File: config.mk
export PLATFORM = sky130hd
export DESIGN_NAME = dllp_gen_top
export DESIGN_NICKNAME = d
export VERILOG_FILES = /design/src/dllp_pkg.sv /design/src/fc_credit_if.sv /design/src/dllp_builder.sv /design/src/dllp_crc16.sv /design/src/dllp_framer.sv /design/src/dllp_gen_top.sv /design/src/dllp_sched_ctrl.sv
export VERILOG_INCLUDE_DIRS = /design/src
export SDC_FILE = /design/constraint.sdc
export NUM_CORES = 1
export LEC_CHECK = 0
export ABC_AREA = 1
export BUFFER_PORTS_ARGS = -buffer_cell sky130_fd_sc_hd__clkbuf_2
export CORE_AREA = 2 2 139 141
export DETAILED_ROUTE_END_ITERATION = 6
export DIE_AREA = 0 0 141 143
export MAX_ROUTING_LAYER = met4
export PLACE_DENSITY = 0.73
export SLEW_MARGIN = 20
export SYNTH_ARGS = -nofsm -noshare
export SYNTH_HDL_FRONTEND = slang
export SYNTH_SLANG_ARGS = --single-unit
File: constraint.sdc
create_clock -name sclk -period 2.95 [get_ports sclk]
set_input_delay 0.4425 -clock sclk [delete_from_list [all_inputs] [get_ports sclk]]
set_output_delay 0.4425 -clock sclk [all_outputs]
set_load 0.05 [all_outputs]
File: src/dllp_macros.svh
`ifndef DLLP_MACROS_SVH
`define DLLP_MACROS_SVH

// PIPE and field widths
`define PIPE_WIDTH          256
`define FC_HDR_WIDTH        8
`define FC_DATA_WIDTH       12
`define SEQ_WIDTH           12

// Advertised credit limits for InitFC1/InitFC2
`define CL_P_HDR            4
`define CL_P_DATA           4
`define CL_NP_HDR           4
`define CL_NP_DATA          4
`define CL_CPL_HDR          4
`define CL_CPL_DATA         4

// Idle cycles between rounds, kept short for simulation
`define DLLP_RESEND_CYCLES  64

// SDP framing token
`define SDP_TOKEN           16'hACF0

// DLLP CRC-16
`define CRC_POLY            16'h100B
`define CRC_SEED            16'hFFFF

`endif

File: src/dllp_pkg.sv
`include "dllp_macros.svh"

package dllp_pkg;

    typedef logic [`FC_HDR_WIDTH-1:0]  fc_hdr_t;
    typedef logic [`FC_DATA_WIDTH-1:0] fc_data_t;
    typedef logic [`SEQ_WIDTH-1:0]     seq_num_t;
    typedef logic [31:0]               dllp_body_t;
    typedef logic [15:0]               dllp_crc_t;
    typedef logic [`PIPE_WIDTH-1:0]    pipe_data_t;

    // Link state as reported by the DLCMSM
    typedef enum logic [1:0] {
        INACTIVE = 2'd0,
        INIT1    = 2'd1,
        INIT2    = 2'd2,
        ACTIVE   = 2'd3
    } link_state_e;

    // Values are the DLLP type bytes, VC0 only
    typedef enum logic [7:0] {
        ACK          = 8'h00,
        NAK          = 8'h10,
        INITFC1_P    = 8'h40,
        INITFC1_NP   = 8'h50,
        INITFC1_CPL  = 8'h60,
        UPDATEFC_P   = 8'h80,
        UPDATEFC_NP  = 8'h90,
        UPDATEFC_CPL = 8'hA0,
        INITFC2_P    = 8'hC0,
        INITFC2_NP   = 8'hD0,
        INITFC2_CPL  = 8'hE0
    } dllp_type_e;

    typedef enum logic [1:0] {
        S_IDLE,
        S_ISSUE,
        S_WAIT
    } sched_state_e;

endpackage

File: src/fc_credit_if.sv
`timescale 1ns/1ps

// Consumed-credit values from the transaction layer
interface fc_credit_if;

    dllp_pkg::fc_hdr_t  p_hdr;
    dllp_pkg::fc_hdr_t  np_hdr;
    dllp_pkg::fc_hdr_t  cpl_hdr;
    dllp_pkg::fc_data_t p_data;
    dllp_pkg::fc_data_t np_data;
    dllp_pkg::fc_data_t cpl_data;

    modport src (
        output p_hdr, np_hdr, cpl_hdr,
        output p_data, np_data, cpl_data
    );

    modport dst (
        input p_hdr, np_hdr, cpl_hdr,
        input p_data, np_data, cpl_data
    );

endinterface

File: src/dllp_builder.sv
`timescale 1ns/1ps
`include "dllp_macros.svh"

module dllp_builder (
    input  logic                 sclk,
    input  logic                 arst_n_i,
    input  logic                 issue_i,
    input  dllp_pkg::dllp_type_e issue_type_i,
    fc_credit_if.dst             credit_if,
    input  dllp_pkg::seq_num_t   next_rcv_seq_i,
    output logic                 body_valid_o,
    output dllp_pkg::dllp_body_t body_o
);

    dllp_pkg::fc_hdr_t    hdr_fc;
    dllp_pkg::fc_data_t   data_fc;
    dllp_pkg::dllp_body_t body_next;

    // Credit source: limits for InitFC, TL values for UpdateFC
    always_comb begin
        hdr_fc  = '0;
        data_fc = '0;
        case (issue_type_i)
            dllp_pkg::INITFC1_P, dllp_pkg::INITFC2_P: begin
                hdr_fc  = dllp_pkg::fc_hdr_t'(`CL_P_HDR);
                data_fc = dllp_pkg::fc_data_t'(`CL_P_DATA);
            end
            dllp_pkg::INITFC1_NP, dllp_pkg::INITFC2_NP: begin
                hdr_fc  = dllp_pkg::fc_hdr_t'(`CL_NP_HDR);
                data_fc = dllp_pkg::fc_data_t'(`CL_NP_DATA);
            end
            dllp_pkg::INITFC1_CPL, dllp_pkg::INITFC2_CPL: begin
                hdr_fc  = dllp_pkg::fc_hdr_t'(`CL_CPL_HDR);
                data_fc = dllp_pkg::fc_data_t'(`CL_CPL_DATA);
            end
            dllp_pkg::UPDATEFC_P: begin
                hdr_fc  = credit_if.p_hdr;
                data_fc = credit_if.p_data;
            end
            dllp_pkg::UPDATEFC_NP: begin
                hdr_fc  = credit_if.np_hdr;
                data_fc = credit_if.np_data;
            end
            dllp_pkg::UPDATEFC_CPL: begin
                hdr_fc  = credit_if.cpl_hdr;
                data_fc = credit_if.cpl_data;
            end
            default: ;  // Ack/Nak carry no credits
        endcase

        if (issue_type_i == dllp_pkg::ACK || issue_type_i == dllp_pkg::NAK)
            body_next = {issue_type_i, 12'd0, next_rcv_seq_i};
        else
            body_next = {issue_type_i, 2'b00, hdr_fc, 2'b00, data_fc};     // Scales stay 0
    end

    always_ff @(posedge sclk or negedge arst_n_i) begin
        if (!arst_n_i)
            body_valid_o <= 1'b0;
        else
            body_valid_o <= issue_i;
    end

    always_ff @(posedge sclk) begin
        if (issue_i)
            body_o <= body_next;
    end

    a_type_known : assert property (@(posedge sclk) disable iff (!arst_n_i)
        issue_i |-> !$isunknown(issue_type_i))
        else $error("Unknown DLLP type on issue");

endmodule

File: src/dllp_crc16.sv
`timescale 1ns/1ps
`include "dllp_macros.svh"

module dllp_crc16 (
    input  logic                 sclk,
    input  logic                 arst_n_i,
    input  logic                 body_valid_i,
    input  dllp_pkg::dllp_body_t body_i,
    output logic                 crc_valid_o,
    output dllp_pkg::dllp_body_t crc_body_o,
    output dllp_pkg::dllp_crc_t  crc_o
);

    dllp_pkg::dllp_crc_t crc_calc;

    // Bit-serial CRC unrolled over the 32 body bits, MSB first
    always_comb begin
        crc_calc = `CRC_SEED;
        for (int i = 0; i < 32; i++) begin
            if (crc_calc[15] ^ body_i[31-i])
                crc_calc = {crc_calc[14:0], 1'b0} ^ `CRC_POLY;
            else
                crc_calc = {crc_calc[14:0], 1'b0};
        end
    end

    always_ff @(posedge sclk or negedge arst_n_i) begin
        if (!arst_n_i)
            crc_valid_o <= 1'b0;
        else
            crc_valid_o <= body_valid_i;
    end

    always_ff @(posedge sclk) begin
        if (body_valid_i) begin
            crc_body_o <= body_i;
            crc_o      <= ~crc_calc;    // Transmitted inverted
        end
    end

endmodule

File: src/dllp_framer.sv
`timescale 1ns/1ps
`include "dllp_macros.svh"

module dllp_framer (
    input  logic                 sclk,
    input  logic                 arst_n_i,
    input  logic                 crc_valid_i,
    input  dllp_pkg::dllp_body_t crc_body_i,
    input  dllp_pkg::dllp_crc_t  crc_i,
    output logic                 dllp_valid_o,
    output dllp_pkg::pipe_data_t dllp_data_o
);

    always_ff @(posedge sclk or negedge arst_n_i) begin
        if (!arst_n_i) begin
            dllp_valid_o <= 1'b0;
            dllp_data_o  <= '0;
        end else begin
            dllp_valid_o <= crc_valid_i;
            // SDP token, then body, then CRC; idle beats are all zero
            dllp_data_o  <= crc_valid_i ?
                {{(`PIPE_WIDTH-64){1'b0}}, crc_i, crc_body_i, `SDP_TOKEN} : '0;
        end
    end

    a_idle_zero : assert property (@(posedge sclk) disable iff (!arst_n_i)
        !dllp_valid_o |-> (dllp_data_o == '0))
        else $error("PIPE data not zero on idle beat");

endmodule

File: src/dllp_gen_top.sv
`timescale 1ns/1ps

module dllp_gen_top (
    input  logic                  sclk,
    input  logic                  arst_n_i,
    input  dllp_pkg::link_state_e link_state_i,
    input  dllp_pkg::fc_hdr_t     cc_p_h_i,
    input  dllp_pkg::fc_hdr_t     cc_np_h_i,
    input  dllp_pkg::fc_hdr_t     cc_cpl_h_i,
    input  dllp_pkg::fc_data_t    cc_p_d_i,
    input  dllp_pkg::fc_data_t    cc_np_d_i,
    input  dllp_pkg::fc_data_t    cc_cpl_d_i,
    input  logic                  nak_scheduled_i,
    input  dllp_pkg::seq_num_t    next_rcv_seq_i,
    output logic                  init1_sent_o,
    output logic                  init2_sent_o,
    output logic                  dllp_valid_o,
    output dllp_pkg::pipe_data_t  dllp_data_o
);

    logic                 issue;
    dllp_pkg::dllp_type_e issue_type;
    logic                 body_valid;
    dllp_pkg::dllp_body_t body;
    logic                 crc_valid;
    dllp_pkg::dllp_body_t crc_body;
    dllp_pkg::dllp_crc_t  crc;

    fc_credit_if credit_if ();

    // Source side of the credit bundle
    assign credit_if.p_hdr    = cc_p_h_i;
    assign credit_if.np_hdr   = cc_np_h_i;
    assign credit_if.cpl_hdr  = cc_cpl_h_i;
    assign credit_if.p_data   = cc_p_d_i;
    assign credit_if.np_data  = cc_np_d_i;
    assign credit_if.cpl_data = cc_cpl_d_i;

    dllp_sched_ctrl sched_i (
        .sclk            (sclk),
        .arst_n_i        (arst_n_i),
        .link_state_i    (link_state_i),
        .nak_scheduled_i (nak_scheduled_i),
        .issue_o         (issue),
        .issue_type_o    (issue_type),
        .init1_sent_o    (init1_sent_o),
        .init2_sent_o    (init2_sent_o)
    );

    dllp_builder builder_i (
        .sclk           (sclk),
        .arst_n_i       (arst_n_i),
        .issue_i        (issue),
        .issue_type_i   (issue_type),
        .credit_if      (credit_if.dst),
        .next_rcv_seq_i (next_rcv_seq_i),
        .body_valid_o   (body_valid),
        .body_o         (body)
    );

    dllp_crc16 crc_i (
        .sclk         (sclk),
        .arst_n_i     (arst_n_i),
        .body_valid_i (body_valid),
        .body_i       (body),
        .crc_valid_o  (crc_valid),
        .crc_body_o   (crc_body),
        .crc_o        (crc)
    );

    dllp_framer framer_i (
        .sclk         (sclk),
        .arst_n_i     (arst_n_i),
        .crc_valid_i  (crc_valid),
        .crc_body_i   (crc_body),
        .crc_i        (crc),
        .dllp_valid_o (dllp_valid_o),
        .dllp_data_o  (dllp_data_o)
    );

endmodule

File: src/dllp_sched_ctrl.sv
`timescale 1ns/1ps
`include "dllp_macros.svh"

module dllp_sched_ctrl (
    input  logic                  sclk,
    input  logic                  arst_n_i,
    input  dllp_pkg::link_state_e link_state_i,
    input  logic                  nak_scheduled_i,
    output logic                  issue_o,
    output dllp_pkg::dllp_type_e  issue_type_o,
    output logic                  init1_sent_o,
    output logic                  init2_sent_o
);

    localparam int CNT_W = $clog2(`DLLP_RESEND_CYCLES + 1);

    dllp_pkg::sched_state_e state_q;
    dllp_pkg::link_state_e  served_q;       // Link state this round belongs to
    logic [1:0]             idx_q;          // Position inside the round
    logic [CNT_W-1:0]       wait_cnt_q;
    logic                   state_change;
    logic                   last_in_round;

    assign state_change  = (link_state_i != served_q);
    assign issue_o       = (state_q == dllp_pkg::S_ISSUE) && !state_change;
    assign last_in_round = (served_q == dllp_pkg::ACTIVE) ? (idx_q == 2'd3) : (idx_q == 2'd2);

    // Type for the current slot of the round
    always_comb begin
        issue_type_o = dllp_pkg::ACK;
        case (served_q)
            dllp_pkg::INIT1: begin
                case (idx_q)
                    2'd0:    issue_type_o = dllp_pkg::INITFC1_P;
                    2'd1:    issue_type_o = dllp_pkg::INITFC1_NP;
                    default: issue_type_o = dllp_pkg::INITFC1_CPL;
                endcase
            end
            dllp_pkg::INIT2: begin
                case (idx_q)
                    2'd0:    issue_type_o = dllp_pkg::INITFC2_P;
                    2'd1:    issue_type_o = dllp_pkg::INITFC2_NP;
                    default: issue_type_o = dllp_pkg::INITFC2_CPL;
                endcase
            end
            dllp_pkg::ACTIVE: begin
                case (idx_q)
                    2'd0:    issue_type_o = dllp_pkg::UPDATEFC_P;
                    2'd1:    issue_type_o = dllp_pkg::UPDATEFC_NP;
                    2'd2:    issue_type_o = dllp_pkg::UPDATEFC_CPL;
                    default: issue_type_o = nak_scheduled_i ? dllp_pkg::NAK : dllp_pkg::ACK;
                endcase
            end
            default: issue_type_o = dllp_pkg::ACK;
        endcase
    end

    always_ff @(posedge sclk or negedge arst_n_i) begin
        if (!arst_n_i) begin
            state_q    <= dllp_pkg::S_IDLE;
            served_q   <= dllp_pkg::INACTIVE;
            idx_q      <= 2'd0;
            wait_cnt_q <= '0;
        end else begin
            case (state_q)
                dllp_pkg::S_IDLE: begin
                    if (link_state_i != dllp_pkg::INACTIVE) begin
                        served_q <= link_state_i;
                        idx_q    <= 2'd0;
                        state_q  <= dllp_pkg::S_ISSUE;
                    end
                end
                dllp_pkg::S_ISSUE: begin
                    if (state_change) begin
                        state_q <= dllp_pkg::S_IDLE;    // Items in flight still drain
                    end else if (last_in_round) begin
                        idx_q      <= 2'd0;
                        wait_cnt_q <= '0;
                        state_q    <= dllp_pkg::S_WAIT;
                    end else begin
                        idx_q <= idx_q + 2'd1;
                    end
                end
                dllp_pkg::S_WAIT: begin
                    if (state_change) begin
                        state_q <= dllp_pkg::S_IDLE;
                    end else if (wait_cnt_q == CNT_W'(`DLLP_RESEND_CYCLES - 1)) begin
                        state_q <= dllp_pkg::S_ISSUE;
                    end else begin
                        wait_cnt_q <= wait_cnt_q + 1'b1;
                    end
                end
                default: state_q <= dllp_pkg::S_IDLE;
            endcase
        end
    end

    // Flags rise after the first CPL of their init stage and drop when it ends
    always_ff @(posedge sclk or negedge arst_n_i) begin
        if (!arst_n_i) begin
            init1_sent_o <= 1'b0;
            init2_sent_o <= 1'b0;
        end else begin
            if (link_state_i != dllp_pkg::INIT1)
                init1_sent_o <= 1'b0;
            else if (issue_o && issue_type_o == dllp_pkg::INITFC1_CPL)
                init1_sent_o <= 1'b1;

            if (link_state_i != dllp_pkg::INIT2)
                init2_sent_o <= 1'b0;
            else if (issue_o && issue_type_o == dllp_pkg::INITFC2_CPL)
                init2_sent_o <= 1'b1;
        end
    end

    a_no_issue_inactive : assert property (@(posedge sclk) disable iff (!arst_n_i)
        issue_o |-> (link_state_i != dllp_pkg::INACTIVE))
        else $error("DLLP issued while link is inactive");

    a_wait_cnt_range : assert property (@(posedge sclk) disable iff (!arst_n_i)
        wait_cnt_q <= CNT_W'(`DLLP_RESEND_CYCLES))
        else $error("Resend counter out of range");

endmodule

# Word level (Yosys, flattened, before mapping)
# Cells that the tools add are included.
[classes]
eq_ne = 29
n_addsub = 2
mux = 61
bitwise = 63
n_reduce_logical = 18
[ops]
columns = ["cell", "count"]
rows = [
  ["$mux W13", 32],
  ["$not A4 Y4", 31],
  ["$mux W64", 1],
  ["$eq A8 B8 Y1 const B", 6],
  ["$pmux W12 S4", 1],
  ["$pmux W8 S3", 2],
  ["$pmux W8 S4", 1],
  ["$mux W7", 4],
  ["$xor A1 B1 Y1", 28],
  ["$eq A8 B7 Y1 const B", 3],
  ["$pmux W6 S2", 2],
  ["$mux W2", 8],
  ["$not A16 Y16", 1],
  ["$pmux W7 S2", 1],
  ["$mux W12", 1],
  ["$eq A2 B2 Y1 const B", 5],
  ["$reduce_bool A2 Y1", 5],
  ["$eq A8 B5 Y1 const B", 1],
  ["$logic_not A8 Y1", 1],
  ["$ne A2 B2 Y1 const B", 4],
  ["$add A7 B1 Y7 const B", 1],
  ["$eq A7 B6 Y1 const B", 1],
  ["$eq A2 B1 Y1 const B", 3],
  ["$ne A2 B1 Y1 const B", 3],
  ["other kinds (16)", 27],
]
[word_totals]
inputBits = 77
output_inout_bits = 259
regBits = 162

# Logic depth before layout (Yosys ltp)
# Gate-level depths: netlist (run 1).
[logic_depth]
ltp_word = 64
ltp_mapped = 19

# Modules after synthesis
# Synthesis (run 1) repeated with hierarchy kept, for this count alone.
[hier_totals]
cells_unflattened = 1164
hier_area_um2 = 9685.5
[modules_own_cells]
columns = ["module", "cells_per_inst", "instances", "seq_area_each_um2", "area_per_inst_um2"]
rows = [
  ["dllp_crc16", 482, 1, 1466.4, 3818.7],
  ["dllp_framer", 359, 1, 1226.2, 3191.8],
  ["dllp_builder", 163, 1, 865.8, 1521.5],
  ["dllp_sched_ctrl", 160, 1, 375.4, 1153.6],
]

# Worst setup path after synthesis (run 1)
# No wires, ideal clock.
[synth_timing]
kind = "reg-to-reg"
startpoint = "reg sched_i.served_q[0]"
endpoint = "reg sched_i.init2_sent_o"
path_stages_with_launch = 6
slack_ns = 0.652
n_path_buf = 0
arrival_time_ns = 2.210
synth_period_minus_slack_ns = 2.298
path_cell_list = "dfrtp_1 xnor2_1 nand2_1 nor2_1 a31oi_1 nor3_1"
[synth_between]
elab_chain_cells = 5
word_cells_on_any_way = 10
cone_classes = "eq/ne: 5; mux: 1; reduce/logical: 4"
[synth_rtl]
columns = ["element", "line_no", "source"]
rows = [
  ["start: declaration", "dllp_sched_ctrl.sv:18", "dllp_pkg::link_state_e served_q;"],
  ["start signal: assignment", "dllp_sched_ctrl.sv:61", "served_q <= dllp_pkg::INACTIVE;"],
  ["start signal: assignment", "dllp_sched_ctrl.sv:68", "served_q <= link_state_i;"],
  ["$ne A2 B2 Y1", "dllp_sched_ctrl.sv:24", "assign state_change = (link_state_i != served_q);"],
  ["$logic_not A1 Y1", "dllp_sched_ctrl.sv:25", "assign issue_o = (state_q == dllp_pkg::S_ISSUE) && !state_change;"],
  ["$logic_and A1 B1 Y1", "dllp_sched_ctrl.sv:25", ""],
  ["net builder_i.issue_i", "dllp_builder.sv:7", "input logic issue_i,"],
  ["$logic_and A1 B1 Y1", "dllp_sched_ctrl.sv:111", "else if (issue_o && issue_type_o == dllp_pkg::INITFC2_CPL)"],
  ["$reduce_bool A2 Y1 (no line)", "-", ""],
  ["end signal: assignment", "dllp_sched_ctrl.sv:102", "init2_sent_o <= 1'b0;"],
  ["end signal: assignment", "dllp_sched_ctrl.sv:110", "init2_sent_o <= 1'b0;"],
  ["end signal: assignment", "dllp_sched_ctrl.sv:112", "init2_sent_o <= 1'b1;"],
  ["end: declaration", "dllp_sched_ctrl.sv:12", "output logic init2_sent_o"],
]
# The timed path passes the listed nets, and every way through them passes these cells.
# A chain may end at the register's enable or synchronous reset.

# Final worst setup path (run 1)
[layout_timing]
startpoint = "reg sched_i.served_q[0]"
endpoint = "reg builder_i.body_o[2], data pin"
[layout_between]
elab_chain_cells = 6
word_cells_on_any_way = 19
cone_classes = "eq/ne: 13; mux: 3; reduce/logical: 3"
[layout_rtl]
columns = ["element", "line_no", "source"]
rows = [
  ["$eq A2 B2 Y1 or $eq A2 B1 Y1 (tied branches)", "dllp_sched_ctrl.sv:31", "case (served_q)"],
  ["$pmux W8 S3 (*)", "dllp_sched_ctrl.sv:31", ""],
  ["net builder_i.body_next[29]", "dllp_builder.sv:17", "dllp_pkg::dllp_body_t body_next;"],
  ["$eq A8 B7 Y1 or $eq A8 B8 Y1 (tied branches)", "dllp_builder.sv:23", "case (issue_type_i)"],
  ["$reduce_or A6 Y1 (no line)", "-", ""],
  ["$pmux W12 S4", "dllp_builder.sv:23", ""],
  ["$mux W12 (*)", "dllp_builder.sv:51", "if (issue_type_i == dllp_pkg::ACK || issue_type_i == dllp_pkg::NAK)"],
  ["net builder_i.body_next[2]", "dllp_builder.sv:17", ""],
  ["end signal: assignment", "dllp_builder.sv:66", "body_o <= body_next;"],
  ["end: declaration", "dllp_builder.sv:12", "output dllp_pkg::dllp_body_t body_o"],
]
# The timed path passes the listed nets; every way through them passes the cells marked *.

==> metrics.txt, run 1 <==
# TYPE chip_impl_metric gauge
chip_impl_metric{name="final_clock_period_utilization_by_the_worst_path",unit="%"} 86.26
chip_impl_metric{name="initial_core_util",unit="%"} 42.78
chip_impl_metric{name="fp.dieArea",unit="µm²"} 20160
chip_impl_metric{name="vdd_drop_max",unit="mV"} 0.5175
chip_impl_info{name="commonest_non_fill_non_tap_cell_in_the_layout",value="sky130_fd_sc_hd__nand2_1"} 1
chip_impl_metric{name="avgRoutedWirePerCell",unit="µm"} 12.33
chip_impl_info{name="rsz0062_at_grt",value="no"} 1
chip_impl_metric{name="number_of_antenna_violations_at_the_first_check_in_global_routing",unit=""} 0
chip_impl_metric{name="m1WireLength",unit="mm"} 6.904
chip_impl_metric{name="final_antenna_net_count",unit=""} 0
chip_impl_metric{name="clock_sink_count",unit=""} 122
chip_impl_metric{name="synth-seq-area-share",unit="%"} 42.44
chip_impl_metric{name="placement.cell_area",unit="µm²"} 8020
chip_impl_metric{name="netlist_area",unit="µm²"} 7949
chip_impl_info{name="setup.worst_path.end_class",value="register"} 1
chip_impl_metric{name="cp.arrival",unit="ns"} 2.72
chip_impl_metric{name="clock_path_buffers",unit=""} 2
chip_impl_metric{name="insertedDiodeCount",unit=""} 0
chip_impl_metric{name="synth_area_per_cell",unit="µm²"} 8.315
chip_impl_metric{name="r2r_cells",unit=""} 11
chip_impl_metric{name="row_count",unit=""} 50
chip_impl_info{name="startpoint",value="sched_i.served_q[0]"} 1
chip_impl_metric{name="max_cap_violations",unit=""} 0
chip_impl_info{name="clock-root-buffer",value="sky130_fd_sc_hd__clkbuf_16"} 1
chip_impl_metric{name="final_period_minus_worst_setup_slack",unit="ns"} 2.545
chip_impl_metric{name="fin_area",unit="µm²"} 8581
chip_impl_metric{name="worst-endpoint-required",unit="ns"} 3.12
chip_impl_info{name="timing.rr.start",value="sched_i.served_q[0]"} 1
chip_impl_metric{name="synth.lib_cells_used.distinct",unit=""} 30
chip_impl_metric{name="r2r_setup_slack",unit="ns"} 0.41
chip_impl_info{name="setup.worst_path.end",value="builder_i.body_o[2]"} 1
chip_impl_metric{name="cts-htree-levels",unit=""} 4
chip_impl_info{name="regToRegEndpoint",value="builder_i.body_o[2]"} 1
chip_impl_metric{name="detail_route.drc_violations",unit=""} 0
chip_impl_metric{name="post-dp-hpwl",unit="mm"} 13.39
chip_impl_metric{name="critical_path_peak_fanout",unit=""} 13
chip_impl_info{name="status",value="finished clean"} 1
chip_impl_info{name="holdCritPathClass",value="input pin to async pin"} 1
chip_impl_metric{name="die_y",unit="µm"} 143
chip_impl_metric{name="power_per_cell_area",unit="nW/µm²"} 1252
chip_impl_metric{name="route.detailed.vias_per_inst",unit=""} 4.244
chip_impl_metric{name="p_leak",unit="nW"} 4.823
chip_impl_metric{name="grt_util_all_layers",unit="%"} 16.88
chip_impl_info{name="dr.max_layer_used",value="met4"} 1
chip_impl_metric{name="io-pin-count",unit=""} 336
chip_impl_metric{name="post_cts_resized",unit=""} 0
chip_impl_metric{name="grt_start_max_net_pins",unit=""} 42
chip_impl_metric{name="final-hold-violation-count",unit=""} 0
chip_impl_metric{name="area_delta_synth_final",unit="%"} 7.949
chip_impl_metric{name="cts_clk_pin_slew_worst_paths",unit="ns"} 0.06
chip_impl_metric{name="totalWireLength",unit="mm"} 16.44
chip_impl_info{name="layout.cells.most_common_list",value="264 x sky130_fd_sc_hd__nand2_1, 208 x sky130_fd_sc_hd__conb_1, 127 x sky130_fd_sc_hd__clkbuf_2"} 1
chip_impl_metric{name="final.fill_count",unit=""} 1812
chip_impl_metric{name="portBuffers",unit=""} 127
chip_impl_metric{name="routabilityCongestion",unit=""} 0.9815
chip_impl_metric{name="worstSkewPairLatency",unit="ns"} 0.42
chip_impl_metric{name="route.vias.total",unit=""} 5657
chip_impl_metric{name="post_cts.repair.setup_buffers",unit=""} 0
chip_impl_info{name="start_kind",value="register"} 1
chip_impl_metric{name="chipWidth",unit="µm"} 141
chip_impl_metric{name="final_nets",unit=""} 1178
chip_impl_metric{name="first_global_vias",unit=""} 5079
chip_impl_metric{name="initialDrtViolationCount",unit=""} 287
chip_impl_metric{name="cell_count_after_synthesis",unit=""} 956
chip_impl_metric{name="actual_slew_at_the_worst_max_slew_pin",unit="ns"} 0.9354
chip_impl_metric{name="wire_length_of_the_first_global_routing_pass",unit="mm"} 25.26
chip_impl_metric{name="met3_wirelength",unit="mm"} 1.128
chip_impl_metric{name="drt-pass1-iter-count",unit=""} 5
chip_impl_metric{name="fin_skew",unit="ns"} 0.009850
chip_impl_metric{name="setup-tns-final",unit="ns"} 0
chip_impl_metric{name="max_freq",unit="MHz"} 393.0
chip_impl_info{name="tritoncts_clock_tree",value="done"} 1
chip_impl_metric{name="layout-drive-gt1-share",unit="%"} 18.29
chip_impl_metric{name="slew_headroom",unit="%"} 37.64
chip_impl_metric{name="globalRoute.totalOverflow",unit=""} 0
chip_impl_metric{name="floorplan.core_area",unit="µm²"} 18580
chip_impl_metric{name="synth.yosys.warnings",unit=""} 0
chip_impl_metric{name="cts.hold.buffers_added",unit=""} 0
chip_impl_metric{name="yosys_reg_bits",unit=""} 122
chip_impl_metric{name="setup_violations",unit=""} 0
chip_impl_metric{name="timing_max_transition_violations_final",unit=""} 0
chip_impl_info{name="path_class",value="register to register"} 1
chip_impl_metric{name="cts_buffers",unit=""} 17
chip_impl_metric{name="wl_met2",unit="mm"} 8.045
==> cell type report <==
cell class	count	area (µm²)	area share [%]
clock buffers	20	436.7	5.089
well taps	234	292.8	3.412
inverters	110	415.4	4.841
clock inverters	12	123.9	1.444
repair buffers	133	680.7	7.932
flip-flops and latches	122	3373	39.31
multi-input cells	702	3258	37.97
==> critical path: stages (launching register included) <==
cell and delay, ns:
sky130_fd_sc_hd__dfrtp_1 0.48, sky130_fd_sc_hd__inv_1 0.10, sky130_fd_sc_hd__ha_1 0.24, sky130_fd_sc_hd__o21ai_0 0.18, sky130_fd_sc_hd__a21oi_1 0.12, sky130_fd_sc_hd__inv_1 0.33
sky130_fd_sc_hd__nor2_1 0.16, sky130_fd_sc_hd__nand3_1 0.09, sky130_fd_sc_hd__inv_1 0.14, sky130_fd_sc_hd__nand2_1 0.09, sky130_fd_sc_hd__nand4_1 0.11, sky130_fd_sc_hd__a31o_2 0.25
==> registers in the layout, indices dropped and copies added, names as in the netlist, 2 cells and up <==
signal,flops
sched_i.wait_cnt_q,7
crc_i.crc_o,16
framer_i.dllp_data_o,41
sched_i.state_q,2
sched_i.idx_q,2
sched_i.served_q,2
crc_i.crc_body_o,24
builder_i.body_o,24
==> metrics by stage <==
step | setup WS [ns] | utilization, % | total power, mW | std cells | hold slack [ns]
CTS | 0.4598 | 46.18 | 10.82 | 1333 | 0.1243
finish | 0.4053 | 46.18 | 10.75 | 1333 | 0.1057
global route | 0.2408 | 46.18 | 11.59 | 1333 | 0.1699
floorplan | 0.6518 | - | 7.848 | 1163 | 0.1469
global placement | 0.6139 | 43.17 | 8.710 | 1301 | 0.4179
detailed placement | 0.4790 | 43.17 | 8.814 | 1301 | 0.4198
==> how the worst min path moves through the flow <==
stage,start,to,slack (ns),depth (start not counted)
2_1_floorplan,arst_n_i,builder_i.body_valid_o,0.15,0
3_3_place_gp,crc_i.crc_o[15],framer_i.dllp_data_o[63],0.42,2
3_5_place_dp,crc_i.crc_body_o[19],framer_i.dllp_data_o[35],0.42,2
4_1_cts,arst_n_i,sched_i.idx_q[0],0.12,1
5_1_grt,arst_n_i,sched_i.state_q[0],0.17,1
6_report,arst_n_i,sched_i.idx_q[0],0.11,1
==> cell usage after synthesis, drive strengths merged <==
| cell | count | share of area (%) |
|---|---|---|
| a21oi | 6 | 0.38 |
| a31o | 1 | 0.11 |
| a31oi | 2 | 0.16 |
| and3 | 1 | 0.079 |
| buf | 220 | 21 |
| clkbuf | 9 | 0.42 |
| conb | 1 | 0.047 |
| dfrtp | 58 | 18 |
| edfxtp | 64 | 24 |
| ha | 15 | 2.4 |
| inv | 110 | 5.2 |
| nand2 | 292 | 15 |
| nand3 | 83 | 5.4 |
| nand3b | 2 | 0.19 |
| nand4 | 14 | 1.1 |
| nor2 | 22 | 1.0 |
| nor3 | 4 | 0.25 |
| o21ai | 17 | 1.1 |
| o21bai | 1 | 0.094 |
| o31ai | 1 | 0.094 |
| xnor2 | 9 | 1.2 |
| xor2 | 24 | 2.6 |
==> per-layer routing <==
layer  vias up  track usage [%]
li1       2825                -
met1      2569            20.43
met2       240            27.34
met3        23            4.393
met4         0            6.316
met5         -                -
==> kinds of logic (layout without fill, tap and decap cells) <==
kind of cell	Yosys count	count (layout)	synth area share (%)
buffers and inverters	339	275	26.38
adder cells (fa/ha/maj)	15	15	2.361
other	1	208	0.04718
AO/OA/AOI/OAI	28	28	1.905
flip-flops	122	122	42.44
AND/OR/NAND/NOR	418	418	23.00
XOR/XNOR	33	33	3.872
==> where the power goes <==
part / internal [mW] / switching, mW / leakage [nW] / total [mW]
Clock: 1.24 / 0.728 / 0.270 / 1.96
Sequential: 2.69 / 0.358 / 1.38 / 3.05
Combinational: 1.60 / 4.13 / 3.17 / 5.74
Power figures use the tool's default switching activity.
==> inputs of run 2 (changes only) <==
==> constraint.sdc (replaced) <==
create_clock -name sclk -period 2.95 [get_ports sclk]
set_input_delay 0.59 -clock sclk [delete_from_list [all_inputs] [get_ports sclk]]
set_output_delay 0.59 -clock sclk [all_outputs]
set_load 0.05 [all_outputs]
==> run 2 against run 1 <==
  * Register-to-register slack worse by 0.02 ns
  * Via count grew 0.30%
  * Worst setup slack lost 0.019 ns
  * Core utilization rose by 0.15 points
  * Worst hold slack improved by 0.21 ns
  * Wire length up 0.66%
  * Critical path type unchanged
  * Critical endpoint unchanged
==> metrics.txt, run 2 (same netlist as run 1, synthesis figures left out) <==
# TYPE chip_impl_metric gauge
chip_impl_metric{name="worstSkewPairLatency",unit="ns"} 0.42
chip_impl_metric{name="largest_reg_flops",unit=""} 41
chip_impl_metric{name="avgRoutedWirePerCell",unit="µm"} 12.42
chip_impl_metric{name="area_delta_synth_final",unit="%"} 8.311
chip_impl_metric{name="power_per_cell_area",unit="nW/µm²"} 1259
chip_impl_info{name="tritoncts_clock_tree",value="done"} 1
chip_impl_metric{name="cts_buffers",unit=""} 17
chip_impl_metric{name="final-hold-violation-count",unit=""} 0
chip_impl_metric{name="io-pin-count",unit=""} 336
chip_impl_metric{name="row_count",unit=""} 50
chip_impl_metric{name="grt_start_max_net_pins",unit=""} 59
chip_impl_info{name="regMostFlops",value="framer_i.dllp_data_o"} 1
chip_impl_metric{name="initialDrtViolationCount",unit=""} 303
chip_impl_metric{name="power.share.switching",unit="%"} 48.48
chip_impl_metric{name="final_antenna_net_count",unit=""} 0
chip_impl_metric{name="grt_util_all_layers",unit="%"} 16.73
chip_impl_metric{name="setup-tns-final",unit="ns"} 0
chip_impl_metric{name="post-dp-hpwl",unit="mm"} 13.24
chip_impl_metric{name="layout-drive-gt1-share",unit="%"} 18.58
chip_impl_info{name="status",value="finished clean"} 1
chip_impl_metric{name="final_nets",unit=""} 1177
chip_impl_metric{name="setup_slack",unit="ns"} 0.3865
chip_impl_info{name="rsz0062_at_grt",value="no"} 1
chip_impl_metric{name="final_period_minus_worst_setup_slack",unit="ns"} 2.564
chip_impl_metric{name="preCtsSetupSlack",unit="ns"} 0.4573
chip_impl_info{name="clock-root-buffer",value="sky130_fd_sc_hd__clkbuf_16"} 1
chip_impl_metric{name="totalPowerFinal",unit="mW"} 10.84
chip_impl_metric{name="grt.met2_usage",unit="%"} 27.45
chip_impl_metric{name="dp_cell_count",unit=""} 1300
chip_impl_info{name="commonest_non_fill_non_tap_cell_in_the_layout",value="sky130_fd_sc_hd__nand2_1"} 1
chip_impl_metric{name="floorplan.core_area",unit="µm²"} 18580
chip_impl_info{name="top_regs",value="framer_i.dllp_data_o: 41 flops, builder_i.body_o: 24 flops, crc_i.crc_body_o: 24 flops"} 1
chip_impl_metric{name="post_cts_resized",unit=""} 0
chip_impl_metric{name="route.detailed.vias_per_inst",unit=""} 4.260
chip_impl_metric{name="setup_violations",unit=""} 0
chip_impl_metric{name="clock_sink_count",unit=""} 122
chip_impl_metric{name="routabilityCongestion",unit=""} 0.9678
chip_impl_metric{name="timing_max_transition_violations_final",unit=""} 0
chip_impl_metric{name="final.fill_count",unit=""} 1833
chip_impl_metric{name="final_clock_period_utilization_by_the_worst_path",unit="%"} 86.90
chip_impl_info{name="layout.cells.most_common_list",value="264 x sky130_fd_sc_hd__nand2_1, 208 x sky130_fd_sc_hd__conb_1, 127 x sky130_fd_sc_hd__clkbuf_2"} 1
chip_impl_info{name="grt.busiest_layer",value="met2"} 1
chip_impl_metric{name="cp.arrival",unit="ns"} 2.73
chip_impl_metric{name="p_leak",unit="nW"} 4.841
chip_impl_metric{name="number_of_antenna_violations_at_the_first_check_in_global_routing",unit=""} 0
chip_impl_metric{name="detail_route.drc_violations",unit=""} 0
chip_impl_metric{name="totalWireLength",unit="mm"} 16.55
chip_impl_metric{name="power_frac_clock",unit="%"} 18.9
chip_impl_metric{name="initial_core_util",unit="%"} 42.78
chip_impl_metric{name="slew_headroom",unit="%"} 36.04
chip_impl_metric{name="power.share.combinational",unit="%"} 52.9
chip_impl_metric{name="globalRoute.totalOverflow",unit=""} 0
chip_impl_metric{name="vdd_drop_max",unit="mV"} 0.4736
chip_impl_metric{name="postLayoutCoreUtil",unit="%"} 46.34
chip_impl_metric{name="insertedDiodeCount",unit=""} 0
chip_impl_metric{name="route.vias.total",unit=""} 5674
chip_impl_metric{name="wire_length_of_the_first_global_routing_pass",unit="mm"} 25.14
chip_impl_metric{name="share_seq_of_total_power",unit="%"} 28.2
chip_impl_metric{name="actual_slew_at_the_worst_max_slew_pin",unit="ns"} 0.9594
chip_impl_metric{name="max_cap_violations",unit=""} 0
chip_impl_metric{name="chipWidth",unit="µm"} 141
chip_impl_metric{name="cts.hold.buffers_added",unit=""} 0
chip_impl_metric{name="die_y",unit="µm"} 143
chip_impl_metric{name="fp.dieArea",unit="µm²"} 20160
chip_impl_metric{name="cts_clk_pin_slew_worst_paths",unit="ns"} 0.06
chip_impl_metric{name="clock_path_buffers",unit=""} 2
chip_impl_info{name="holdCritPathClass",value="input pin to async pin"} 1
chip_impl_metric{name="portBuffers",unit=""} 127
chip_impl_metric{name="max_freq",unit="MHz"} 390.1
chip_impl_info{name="setup.worst_path.end_class",value="register"} 1
chip_impl_metric{name="final-instance-count-excl-fill",unit=""} 1332
chip_impl_metric{name="gr-usage-met3",unit="%"} 4.225
chip_impl_info{name="start_kind",value="register"} 1
chip_impl_metric{name="internal-power",unit="mW"} 5.582
chip_impl_info{name="path_class",value="register to register"} 1
chip_impl_metric{name="cts-htree-levels",unit=""} 4
chip_impl_metric{name="first_global_vias",unit=""} 5093
chip_impl_metric{name="drt-pass1-iter-count",unit=""} 5
chip_impl_metric{name="switching_power",unit="mW"} 5.254
chip_impl_metric{name="critical_path_peak_fanout",unit=""} 13
chip_impl_metric{name="fin_skew",unit="ns"} 0.01491
chip_impl_metric{name="post_cts.repair.setup_buffers",unit=""} 0
chip_impl_metric{name="globalRouteMet1Util",unit="%"} 20.10
chip_impl_metric{name="worst-endpoint-required",unit="ns"} 3.12
## run 2: cell types whose count changed in the layout (fill, tap and decap cells not counted)
cell,change
sky130_fd_sc_hd__inv_4,+1
sky130_fd_sc_hd__bufinv_16,-2
sky130_fd_sc_hd__buf_4,-1
sky130_fd_sc_hd__clkinv_2,-1
sky130_fd_sc_hd__clkbuf_16,+2
sky130_fd_sc_hd__clkbuf_1,-2
sky130_fd_sc_hd__clkinv_1,-2
sky130_fd_sc_hd__clkbuf_8,+5
sky130_fd_sc_hd__clkinv_4,-1
## run 2: power by group through the flow
| stage | clock network, mW | logic (mW) | registers (mW) |
|---|---|---|---|
| 6_report | 2.05 | 5.74 | 3.05 |
| 4_1_cts | 2.09 | 5.77 | 3.05 |
| 5_1_grt | 2.17 | 6.36 | 3.12 |
| 3_5_place_dp | 0 | 5.74 | 3.08 |
| 3_3_place_gp | 0 | 5.63 | 3.08 |
| 2_1_floorplan | 0 | 4.40 | 3.44 |
## run 2: layout make-up
cell class	instances	area, µm²	area share (%)
Clock buffer	25	548.0	6.365
Timing Repair Buffer	132	673.1	7.819
Tap cell	234	292.8	3.401
Multi-Input combinational cell	702	3258	37.84
Sequential cell	122	3373	39.18
Clock inverter	7	48.80	0.5668
Inverter	110	415.4	4.825
## run 2: routing by layer
metal,up-vias,part of all wire [%]
met4,0,2.1
met2,281,49
met3,26,7.7
met1,2534,42
met5,-,0
li1,2833,-
## run 2: path summary, 6_finish.rpt
path                                      startpoint                  endpoint  slack (ns)  cells past startpoint
worst min register to register  crc_i.crc_body_o[16]  framer_i.dllp_data_o[32]        0.43                      2
worst max-delay path             sched_i.served_q[0]       builder_i.body_o[2]        0.39                     11
max in group asynchronous                   arst_n_i  framer_i.dllp_data_o[53]        2.11                      2
min in group sclk               crc_i.crc_body_o[16]  framer_i.dllp_data_o[32]        0.43                      2
worst min-delay path                        arst_n_i        sched_i.state_q[0]        0.31                      2
worst max register to register   sched_i.served_q[0]       builder_i.body_o[2]        0.39                     11
## run 2: worst max-delay path, stage by stage, from the launching register on
cell	delay [ns]
sky130_fd_sc_hd__dfrtp_1	0.49
sky130_fd_sc_hd__inv_1	0.11
sky130_fd_sc_hd__ha_1	0.25
sky130_fd_sc_hd__o21ai_0	0.18
sky130_fd_sc_hd__a21oi_1	0.12
sky130_fd_sc_hd__inv_1	0.32
sky130_fd_sc_hd__nor2_1	0.16
sky130_fd_sc_hd__nand3_1	0.09
sky130_fd_sc_hd__inv_1	0.14
sky130_fd_sc_hd__nand2_1	0.09
sky130_fd_sc_hd__nand4_1	0.11
sky130_fd_sc_hd__a31o_2	0.25
## run 2: metrics by stage
stage | instance area [µm²] | hold WS [ns]
6_report | 8610 | 0.3116
5_1_grt | 8610 | 0.3870
4_1_cts | 8610 | 0.3350
3_5_place_dp | 8013 | 0.4231
3_3_place_gp | 8013 | 0.4199
2_1_floorplan | 8726 | 0.2944
